<file path="config.mk">
export PLATFORM = sky130hd
export DESIGN_NAME = ecc_icon_top
export DESIGN_NICKNAME = d
export VERILOG_FILES = /design/src/logic/ecc_icon_pkg.sv /design/src/logic/ecc_xbar_req.sv /design/src/logic/ecc_bank.sv /design/src/logic/ecc_resp_collect.sv /design/src/logic/ecc_icon_top.sv
export VERILOG_INCLUDE_DIRS = /design/src /design/src/logic
export SDC_FILE = /design/constraint.sdc
export NUM_CORES = 2
export LEC_CHECK = 0
export BUFFER_PORTS_ARGS = -buffer_cell sky130_fd_sc_hd__buf_2
export CAP_MARGIN = 20
export CORE_AREA = 2 2 639 641
export CTS_CLUSTER_DIAMETER = 60
export DETAILED_ROUTE_END_ITERATION = 7
export DIE_AREA = 0 0 641 643
export GPL_ROUTABILITY_DRIVEN = 0
export PLACE_DENSITY_LB_ADDON = 0.15
export SLEW_MARGIN = 5
export SYNTH_ARGS = -nofsm -noshare
export SYNTH_HDL_FRONTEND = slang
export SYNTH_SLANG_ARGS = --single-unit
</file>
<file path="constraint.sdc">
create_clock -name clk_i -period 6.45 [get_ports clk_i]
set_input_delay 0.3225 -clock clk_i [delete_from_list [all_inputs] [get_ports clk_i]]
set_output_delay 0.3225 -clock clk_i [all_outputs]
set_load 0.05 [all_outputs]
</file>
<file path="src/logic/ecc_icon_defs.svh">
// ECC interconnect sizing macros
`ifndef ECC_ICON_DEFS_SVH
`define ECC_ICON_DEFS_SVH

// Initiator side
`define ECC_N_INIT 4   // Initiator ports

// Memory side
`define ECC_N_BANK 4   // Word-interleaved banks
`define ECC_ROWS   16  // Words per bank

// Word format
`define ECC_DATA_W 32  // Payload bits
`define ECC_PAR_W  7   // Six Hamming bits plus overall parity

// Error bookkeeping
`define ECC_CNT_W  16  // Saturating counter width

`endif

</file>
<file path="src/logic/ecc_icon_pkg.sv">
// ECC interconnect shared types
`include "ecc_icon_defs.svh"

package ecc_icon_pkg;

  localparam int unsigned BANK_W = $clog2(`ECC_N_BANK);           // Bank select bits
  localparam int unsigned ROW_W  = $clog2(`ECC_ROWS);             // Row bits per bank
  localparam int unsigned ID_W   = $clog2(`ECC_N_INIT);           // Initiator index bits
  localparam int unsigned ADDR_W = ROW_W + BANK_W;                // Word address bits
  localparam int unsigned CODE_W = `ECC_DATA_W + `ECC_PAR_W;      // Stored word bits

  typedef logic [`ECC_DATA_W-1:0] data_t;     // One payload word
  typedef logic [CODE_W-1:0]      code_t;     // SECDED code word as stored
  typedef logic [ADDR_W-1:0]      addr_t;     // {row, bank}
  typedef logic [BANK_W-1:0]      bank_sel_t; // Low address bits
  typedef logic [ROW_W-1:0]       row_t;      // High address bits
  typedef logic [ID_W-1:0]        init_id_t;  // Routes the read response back
  typedef logic [`ECC_CNT_W-1:0]  err_cnt_t;  // One error counter

endpackage

</file>
<file path="src/logic/ecc_xbar_req.sv">
// Request crossbar with per-bank round robin
`timescale 1ns/1ns
`include "ecc_icon_defs.svh"

module ecc_xbar_req
  import ecc_icon_pkg::*;
(
  input  logic                                clk_i,
  input  logic                                rst_ni,
  // Initiator side
  input  logic      [`ECC_N_INIT-1:0]         req_i,
  input  logic      [`ECC_N_INIT-1:0]         wen_i,        // High for a read
  input  addr_t     [`ECC_N_INIT-1:0]         addr_i,
  input  data_t     [`ECC_N_INIT-1:0]         wdata_i,
  output logic      [`ECC_N_INIT-1:0]         gnt_o,
  // Bank side
  output logic      [`ECC_N_BANK-1:0]         bank_req_o,   // Accepted request strobe
  output logic      [`ECC_N_BANK-1:0]         bank_wen_o,
  output row_t      [`ECC_N_BANK-1:0]         bank_row_o,
  output data_t     [`ECC_N_BANK-1:0]         bank_wdata_o,
  output init_id_t  [`ECC_N_BANK-1:0]         bank_id_o
);

  logic     [`ECC_N_BANK-1:0][`ECC_N_INIT-1:0] bank_hit; // Who targets which bank
  init_id_t [`ECC_N_BANK-1:0]                  rr_q;     // Highest priority per bank
  init_id_t [`ECC_N_BANK-1:0]                  win_id;   // Chosen requester
  logic     [`ECC_N_BANK-1:0]                  win_vld;  // Bank has a winner

  // Address decode, bank index sits in the low word address bits
  always_comb begin
    for (int unsigned b = 0; b < `ECC_N_BANK; b++) begin
      for (int unsigned i = 0; i < `ECC_N_INIT; i++) begin
        bank_hit[b][i] = req_i[i] && (addr_i[i][BANK_W-1:0] == bank_sel_t'(b)); // Match
      end
    end
  end

  // Round-robin pick, search starts at the pointer and wraps
  always_comb begin
    init_id_t idx;
    for (int unsigned b = 0; b < `ECC_N_BANK; b++) begin
      win_vld[b] = 1'b0;
      win_id[b]  = rr_q[b];                         // Default keeps muxes quiet
      for (int unsigned k = 0; k < `ECC_N_INIT; k++) begin
        idx = init_id_t'(rr_q[b] + k);              // Wraps modulo port count
        if (!win_vld[b] && bank_hit[b][idx]) begin
          win_vld[b] = 1'b1;                        // First hit wins
          win_id[b]  = idx;
        end
      end
    end
  end

  // Grant back to the winners only
  always_comb begin
    gnt_o = '0;
    for (int unsigned b = 0; b < `ECC_N_BANK; b++) begin
      if (win_vld[b]) begin
        gnt_o[win_id[b]] = 1'b1;                    // One bank per initiator at most
      end
    end
  end

  // Forward the winning request fields
  always_comb begin
    for (int unsigned b = 0; b < `ECC_N_BANK; b++) begin
      bank_req_o[b]   = win_vld[b];                         // Req and gnt both high
      bank_wen_o[b]   = wen_i[win_id[b]];
      bank_row_o[b]   = addr_i[win_id[b]][ADDR_W-1:BANK_W]; // Drop bank bits
      bank_wdata_o[b] = wdata_i[win_id[b]];
      bank_id_o[b]    = win_id[b];                          // Tag for the response
    end
  end

  // Pointer moves past the winner on every accepted request
  always_ff @(posedge clk_i or negedge rst_ni) begin
    if (!rst_ni) begin
      rr_q <= '0;
    end else begin
      for (int unsigned b = 0; b < `ECC_N_BANK; b++) begin
        if (win_vld[b]) begin
          rr_q[b] <= init_id_t'(win_id[b] + 1'b1);  // Loser gets priority next
        end
      end
    end
  end

endmodule

</file>
<file path="src/logic/ecc_bank.sv">
// SECDED protected memory bank
`timescale 1ns/1ns
`include "ecc_icon_defs.svh"

module ecc_bank
  import ecc_icon_pkg::*;
(
  input  logic     clk_i,
  input  logic     rst_ni,
  input  logic     req_i,         // Accepted request strobe
  input  logic     wen_i,         // High for a read
  input  row_t     row_i,
  input  data_t    wdata_i,
  input  init_id_t id_i,
  input  code_t    inj_mask_i,    // Flips stored bits on write
  output logic     rvalid_o,
  output data_t    rdata_o,
  output init_id_t rid_o,
  output logic     single_err_o,
  output logic     multi_err_o
);

  localparam int unsigned HAM_W = `ECC_PAR_W - 1; // Hamming bits without overall parity

  // Code word layout: bit 0 overall parity, bits 1..38 in Hamming position order,
  // check bits at the powers of two, data in the remaining slots
  code_t            mem_q [`ECC_ROWS];  // Storage array
  code_t            rd_cw_q;            // Word under decode
  init_id_t         rid_q;
  logic             rvalid_q;
  code_t            wr_cw;              // Encoded write word
  logic [HAM_W-1:0] syndrome;
  logic             syn_nz;
  logic             par_fail;           // Overall parity broken
  code_t            fixed_cw;           // After single-bit correction

  function automatic code_t ecc_encode(data_t data);
    code_t       cw;
    int unsigned k;
    logic        acc;
    cw = '0;
    k  = 0;
    for (int unsigned p = 1; p < CODE_W; p++) begin
      if ((p & (p - 1)) != 0) begin     // Not a power of two
        cw[p] = data[k];
        k++;
      end
    end
    for (int unsigned j = 0; j < HAM_W; j++) begin
      acc = 1'b0;
      for (int unsigned p = 1; p < CODE_W; p++) begin
        if (((p >> j) & 1) != 0) acc ^= cw[p];
      end
      cw[1 << j] = acc;                 // Check bit j covers positions with bit j set
    end
    cw[0] = ^cw[CODE_W-1:1];            // Overall parity for double detection
    return cw;
  endfunction

  function automatic logic [HAM_W-1:0] ecc_syndrome(code_t cw);
    logic [HAM_W-1:0] syn;
    syn = '0;
    for (int unsigned j = 0; j < HAM_W; j++) begin
      for (int unsigned p = 1; p < CODE_W; p++) begin
        if (((p >> j) & 1) != 0) syn[j] ^= cw[p];
      end
    end
    return syn;                         // Position of a single flip
  endfunction

  function automatic data_t ecc_extract(code_t cw);
    data_t       data;
    int unsigned k;
    data = '0;
    k    = 0;
    for (int unsigned p = 1; p < CODE_W; p++) begin
      if ((p & (p - 1)) != 0) begin
        data[k] = cw[p];                // Same slot order as encode
        k++;
      end
    end
    return data;
  endfunction

  assign wr_cw = ecc_encode(wdata_i);

  // Write lands at the accepting edge, mask applied here
  always_ff @(posedge clk_i) begin
    if (req_i && !wen_i) begin
      mem_q[row_i] <= wr_cw ^ inj_mask_i;
    end
  end

  // Read payload capture
  always_ff @(posedge clk_i) begin
    if (req_i && wen_i) begin
      rd_cw_q <= mem_q[row_i];
      rid_q   <= id_i;
    end
  end

  always_ff @(posedge clk_i or negedge rst_ni) begin
    if (!rst_ni) begin
      rvalid_q <= 1'b0;
    end else begin
      rvalid_q <= req_i && wen_i;       // Reads only
    end
  end

  // Decode in the cycle after the read edge
  assign syndrome = ecc_syndrome(rd_cw_q);
  assign syn_nz   = |syndrome;
  assign par_fail = ^rd_cw_q;           // Odd number of flips

  always_comb begin
    fixed_cw = rd_cw_q;
    if (syn_nz && par_fail && (syndrome < CODE_W)) begin
      fixed_cw[syndrome] = ~rd_cw_q[syndrome];  // Flip the bad bit back
    end
  end

  assign rvalid_o     = rvalid_q;
  assign rdata_o      = ecc_extract(fixed_cw);
  assign rid_o        = rid_q;
  assign single_err_o = rvalid_q && syn_nz && par_fail;   // Correctable
  assign multi_err_o  = rvalid_q && syn_nz && !par_fail;  // Double flip detected

endmodule

</file>
<file path="src/logic/ecc_resp_collect.sv">
// Response routing and ECC error counters
`timescale 1ns/1ns
`include "ecc_icon_defs.svh"

module ecc_resp_collect
  import ecc_icon_pkg::*;
(
  input  logic                             clk_i,
  input  logic                             rst_ni,
  // Bank side
  input  logic     [`ECC_N_BANK-1:0]       bank_rvalid_i,
  input  data_t    [`ECC_N_BANK-1:0]       bank_rdata_i,
  input  init_id_t [`ECC_N_BANK-1:0]       bank_rid_i,
  input  logic     [`ECC_N_BANK-1:0]       bank_single_err_i,
  input  logic     [`ECC_N_BANK-1:0]       bank_multi_err_i,
  // Counter access
  input  logic                             cnt_sel_i,  // 0 correctable, 1 uncorrectable
  input  logic                             cnt_clr_i,  // Clears both
  // Initiator side
  output logic     [`ECC_N_INIT-1:0]       r_valid_o,
  output data_t    [`ECC_N_INIT-1:0]       r_rdata_o,
  output err_cnt_t                         cnt_o
);

  localparam int unsigned INC_W = $clog2(`ECC_N_BANK + 1); // Up to all banks at once

  logic [INC_W-1:0] n_single;     // Banks with a corrected error this cycle
  logic [INC_W-1:0] n_multi;      // Banks with an uncorrectable error
  err_cnt_t         corr_cnt_q;
  err_cnt_t         uncorr_cnt_q;

  function automatic err_cnt_t sat_add(err_cnt_t cnt, logic [INC_W-1:0] inc);
    logic [`ECC_CNT_W:0] sum;
    sum = {1'b0, cnt} + inc;
    return sum[`ECC_CNT_W] ? '1 : sum[`ECC_CNT_W-1:0];  // Stick at all ones
  endfunction

  // Steer responses by ID, each initiator owns at most one bank per cycle
  always_comb begin
    r_valid_o = '0;
    r_rdata_o = '0;
    for (int unsigned b = 0; b < `ECC_N_BANK; b++) begin
      if (bank_rvalid_i[b]) begin
        r_valid_o[bank_rid_i[b]] = 1'b1;
        r_rdata_o[bank_rid_i[b]] = bank_rdata_i[b];
      end
    end
  end

  // Error population count, flags only count with their response
  always_comb begin
    n_single = '0;
    n_multi  = '0;
    for (int unsigned b = 0; b < `ECC_N_BANK; b++) begin
      n_single += INC_W'(bank_rvalid_i[b] & bank_single_err_i[b]);
      n_multi  += INC_W'(bank_rvalid_i[b] & bank_multi_err_i[b]);
    end
  end

  always_ff @(posedge clk_i or negedge rst_ni) begin
    if (!rst_ni) begin
      corr_cnt_q   <= '0;
      uncorr_cnt_q <= '0;
    end else if (cnt_clr_i) begin
      corr_cnt_q   <= '0;                              // Clear beats increment
      uncorr_cnt_q <= '0;
    end else begin
      corr_cnt_q   <= sat_add(corr_cnt_q, n_single);
      uncorr_cnt_q <= sat_add(uncorr_cnt_q, n_multi);
    end
  end

  assign cnt_o = cnt_sel_i ? uncorr_cnt_q : corr_cnt_q; // Readback mux

endmodule

</file>
<file path="src/logic/ecc_icon_top.sv">
// ECC shared-memory interconnect top
`timescale 1ns/1ns
`include "ecc_icon_defs.svh"

module ecc_icon_top
  import ecc_icon_pkg::*;
(
  input  logic                         clk_i,
  input  logic                         rst_ni,
  // Initiator ports
  input  logic     [`ECC_N_INIT-1:0]   req_i,
  input  logic     [`ECC_N_INIT-1:0]   wen_i,       // High for a read
  input  addr_t    [`ECC_N_INIT-1:0]   addr_i,
  input  data_t    [`ECC_N_INIT-1:0]   wdata_i,
  output logic     [`ECC_N_INIT-1:0]   gnt_o,
  output logic     [`ECC_N_INIT-1:0]   r_valid_o,
  output data_t    [`ECC_N_INIT-1:0]   r_rdata_o,
  // Fault injection, shared by all banks
  input  code_t                        inj_mask_i,
  // Error counter access
  input  logic                         cnt_sel_i,
  input  logic                         cnt_clr_i,
  output err_cnt_t                     cnt_o
);

  // Crossbar to banks
  logic     [`ECC_N_BANK-1:0] bank_req;
  logic     [`ECC_N_BANK-1:0] bank_wen;
  row_t     [`ECC_N_BANK-1:0] bank_row;
  data_t    [`ECC_N_BANK-1:0] bank_wdata;
  init_id_t [`ECC_N_BANK-1:0] bank_id;

  // Banks to response collector
  logic     [`ECC_N_BANK-1:0] bank_rvalid;
  data_t    [`ECC_N_BANK-1:0] bank_rdata;
  init_id_t [`ECC_N_BANK-1:0] bank_rid;
  logic     [`ECC_N_BANK-1:0] bank_single_err;
  logic     [`ECC_N_BANK-1:0] bank_multi_err;

  ecc_xbar_req i_ecc_xbar_req (
    .clk_i        ( clk_i      ),
    .rst_ni       ( rst_ni     ),
    .req_i        ( req_i      ),
    .wen_i        ( wen_i      ),
    .addr_i       ( addr_i     ),
    .wdata_i      ( wdata_i    ),
    .gnt_o        ( gnt_o      ),
    .bank_req_o   ( bank_req   ),
    .bank_wen_o   ( bank_wen   ),
    .bank_row_o   ( bank_row   ),
    .bank_wdata_o ( bank_wdata ),
    .bank_id_o    ( bank_id    )
  );

  for (genvar b = 0; b < `ECC_N_BANK; b++) begin : gen_bank
    ecc_bank i_ecc_bank (
      .clk_i        ( clk_i              ),
      .rst_ni       ( rst_ni             ),
      .req_i        ( bank_req[b]        ),
      .wen_i        ( bank_wen[b]        ),
      .row_i        ( bank_row[b]        ),
      .wdata_i      ( bank_wdata[b]      ),
      .id_i         ( bank_id[b]         ),
      .inj_mask_i   ( inj_mask_i         ),
      .rvalid_o     ( bank_rvalid[b]     ),
      .rdata_o      ( bank_rdata[b]      ),
      .rid_o        ( bank_rid[b]        ),
      .single_err_o ( bank_single_err[b] ),
      .multi_err_o  ( bank_multi_err[b]  )
    );
  end

  ecc_resp_collect i_ecc_resp_collect (
    .clk_i             ( clk_i           ),
    .rst_ni            ( rst_ni          ),
    .bank_rvalid_i     ( bank_rvalid     ),
    .bank_rdata_i      ( bank_rdata      ),
    .bank_rid_i        ( bank_rid        ),
    .bank_single_err_i ( bank_single_err ),
    .bank_multi_err_i  ( bank_multi_err  ),
    .cnt_sel_i         ( cnt_sel_i       ),
    .cnt_clr_i         ( cnt_clr_i       ),
    .r_valid_o         ( r_valid_o       ),
    .r_rdata_o         ( r_rdata_o       ),
    .cnt_o             ( cnt_o           )
  );

endmodule

</file>
==> results.toml <==
[outcome]
run_status = "complete, but fails checks"
violations = "DRC"

[logic_synthesis]
synth-adder-area-share_pct = 0.343
synth_edf_count = 2660
yosys.cell_count.top_type = "edfxtp_1"
yosys.area_share.xor_xnor_pct = 5.53
synth_mux_area_share_pct = 15.4
yosysTopAreaCell = "edfxtp_1"
synth_common_cells = "edfxtp_1, mux4_2, xnor2_1"
synth_area_sq_um = 121000
synth_compound_area_share_pct = 6.12
synth.area.top_cells = "edfxtp_1, mux4_2, xnor2_1"
synth_nets = 7275
syn_area_per_cell_sq_um = 17.2
synth_top_family_by_area = "multiplexers"
ys_seq_area_share_pct = 66.9
yosysWarnings = 0
synth_seq_cells = 2704
syn_inst = 7042
synthArstFlopShare_pct = 1.63
yosys.area.top_type_share_pct = 65.9
ys.flop_type = "edfxtp_1"
synth-simple-area-share_pct = 4.22
ys_types = 91

[floorplanning]
die_width_um = 641
std_cell_rows = 234
initial_core_util_pct = 29.9
ioPinCount = 355
die-area_sq_um = 412000
core_sq_um = 405000
die_h_um = 643

[worst_setup_path]
crit_slowest_cell = "a221oi_1"
critical_path_class = "reg -> out"
cp-start-kind = "register"
crit_arrival_ns = 6.00
critical_path.cell_chain = "xor2_1 -> xnor3_1 -> xor3_2 -> xor2_4 -> nand2_1 -> nor2_1 -> and3_1 -> nand2b_1 -> o221ai_1 -> a221oi_1 -> a221oi_2 -> buf_2"
critical_path.max_fanout = 9
crit_path_end_kind = "output port"
required_ns = 6.13
max_stage_delay_ns = 0.67

[detailed_routing]
route.detailed.drc = 3
ant_nets = 0
drt-total-wl_mm = 467
wl_per_cell_um = 34.5
vias = 74200
viasPerCell = 5.48
drt-initial-drc-count = 9033
dr.pass1.iters = 8

[cts]
worstSkewPairLatency_ns = 0.95
htree_levels = 5
numCtsBuffers = 328
clock-sinks = 2704
cts_root_buffer = "clkbuf_16"
path_clk_slew_ns = 0.06
cts_tree = "yes"
cts.path.max_buffers = 4

[timing]
slew_viol_final = 0
period_share_pct = 98.0
whs_ns = 0.0634
skew_ns = 0.0800
hold_viol_final = 0
setup_viol = 0
max_slew_margin_pct = 21.4
min_period_ns = 6.32
worstMarginPinSlew_ns = 1.17
setup_ws_ns = 0.130
fmax_mhz = 158

[global_routing]
grt-ovfl-total = 0
grt_pass1_vias = 72900
grt_max_degree = 102
global_route.usage.total_pct = 22.1
antenna_found_initial = 75
grt_pass1_wl_mm = 631

[final_layout]
drive_above_1_share_pct = 28.7
final_nets = 8062
area_growth_pct = 19.8

[placement]
place_ws_ns = 0.241
port_buffers = 354
dp_hpwl_mm = 318

[hold_path]
hold_path.class = "in -> reg"

[flow_run]
maxCapViolations = 0
[registers in the layout (all words and copies together) (netlist names)]
name,cells
i_ecc_resp_collect.corr_cnt_q,16
gen_bank.i_ecc_bank.rd_cw_q,156
gen_bank.i_ecc_bank.rid_o,8
i_ecc_xbar_req.rr_q,8
i_ecc_resp_collect.uncorr_cnt_q,16
gen_bank.i_ecc_bank.rvalid_o,4
gen_bank.i_ecc_bank.mem_q,2496
[cells in the final DEF, fill, tap and decap left out, drive strengths merged, types with 79 or more instances in the layout]
cell type	netlist	routed
nand2	469	469
xor2	200	200
edfxtp	2660	2660
xnor2	491	491
mux2i	280	280
buf	154	842
a211oi	86	86
nor2	285	285
mux4	665	665
clkinv	0	141
a21oi	137	137
mux2	79	79
a221oi	141	141
o21ai	141	141
a22oi	241	241
clkbuf	244	394
[metrics by stage]
stage	setup TNS [ns]	area, sq um	cells	utilization (%)
final	0	145000	13500	35.8
after CTS	0	144000	13500	35.6
after detailed placement	0	134000	12900	32.9
after global routing	-0.0118	145000	13500	35.8
after global placement	0	133000	12900	32.9
after floorplan	0	121000	7042	-
[routing by layer]
layer  part of all wire (%)  vias up  GRT usage (%)  wire, um
met5                  0.064        -              0       299
met4                    4.0       46           7.42     18500
met3                    7.1      862           3.72     33200
met2                     46     3439           34.9    215000
met1                     43    39800           30.9    200000
li1                       -    30100              -         -
[repair_timing]
item | in CTS | in global routing
setup endpoints to repair | 105 | 79
setup buffers | 6 | 2
gates cloned | 0 | 0
resized for setup | 41 | 30
hold buffers | 7 | 4
hold endpoints to repair | 72 | 6
pin swaps | 5 | 3
[cell type report]
cell class / instances / area (sq um)
antenna: 23 / 57.6
sequential: 2704 / 81000
clock inverter: 201 / 2090
multi-input combinational: 3909 / 39700
tap: 5428 / 6790
timing repair buffer: 855 / 6880
fill: 38400 / 260000
clock buffer: 392 / 8500
inverter: 31 / 116
[worst max-delay path: cells and delay by family, from the launching register on]
| family | cells | cell delay [ns] |
|---|---|---|
| AO/OA/AOI/OAI | 3 | 0.97 |
| XOR/XNOR | 4 | 1.64 |
| buffers and inverters | 1 | 0.28 |
| AND/OR/NAND/NOR | 4 | 1.61 |
| flip-flops | 1 | 0.54 |
[kinds of logic (layout without fill, tap and decap cells)]
logic type | Yosys count | count (layout)
DFF | 2704 | 2704
and+or+nand+nor | 1119 | 1119
muxes | 1024 | 1024
AOI/OAI and AO/OA | 1023 | 1023
xor gates and xnor gates | 712 | 712
buffers and inverters | 429 | 1479
adders and majority gates | 31 | 31
other | 0 | 23
[path summary, 6_finish.rpt]
path	startpoint	slack, ns	endpoint	cells after the start
min in group asynchronous	rst_ni	0.14	i_ecc_resp_collect.corr_cnt_q[15]	3
max reg2reg	gen_bank[3].i_ecc_bank.rd_cw_q[27]	0.42	i_ecc_resp_collect.corr_cnt_q[0]	19
max in group asynchronous	rst_ni	5.29	i_ecc_resp_collect.corr_cnt_q[1]	3
min	inj_mask_i[13]	0.06	gen_bank[3].i_ecc_bank.mem_q[15][13]	2
max	gen_bank[0].i_ecc_bank.rd_cw_q[9]	0.13	r_rdata_o[106]	12
min reg2reg	i_ecc_xbar_req.rr_q[4]	0.58	i_ecc_xbar_req.rr_q[4]	2
Power is left out: the tool's default activity adds up to more than one toggle a clock period on the data nets, which glitch-free logic cannot reach.
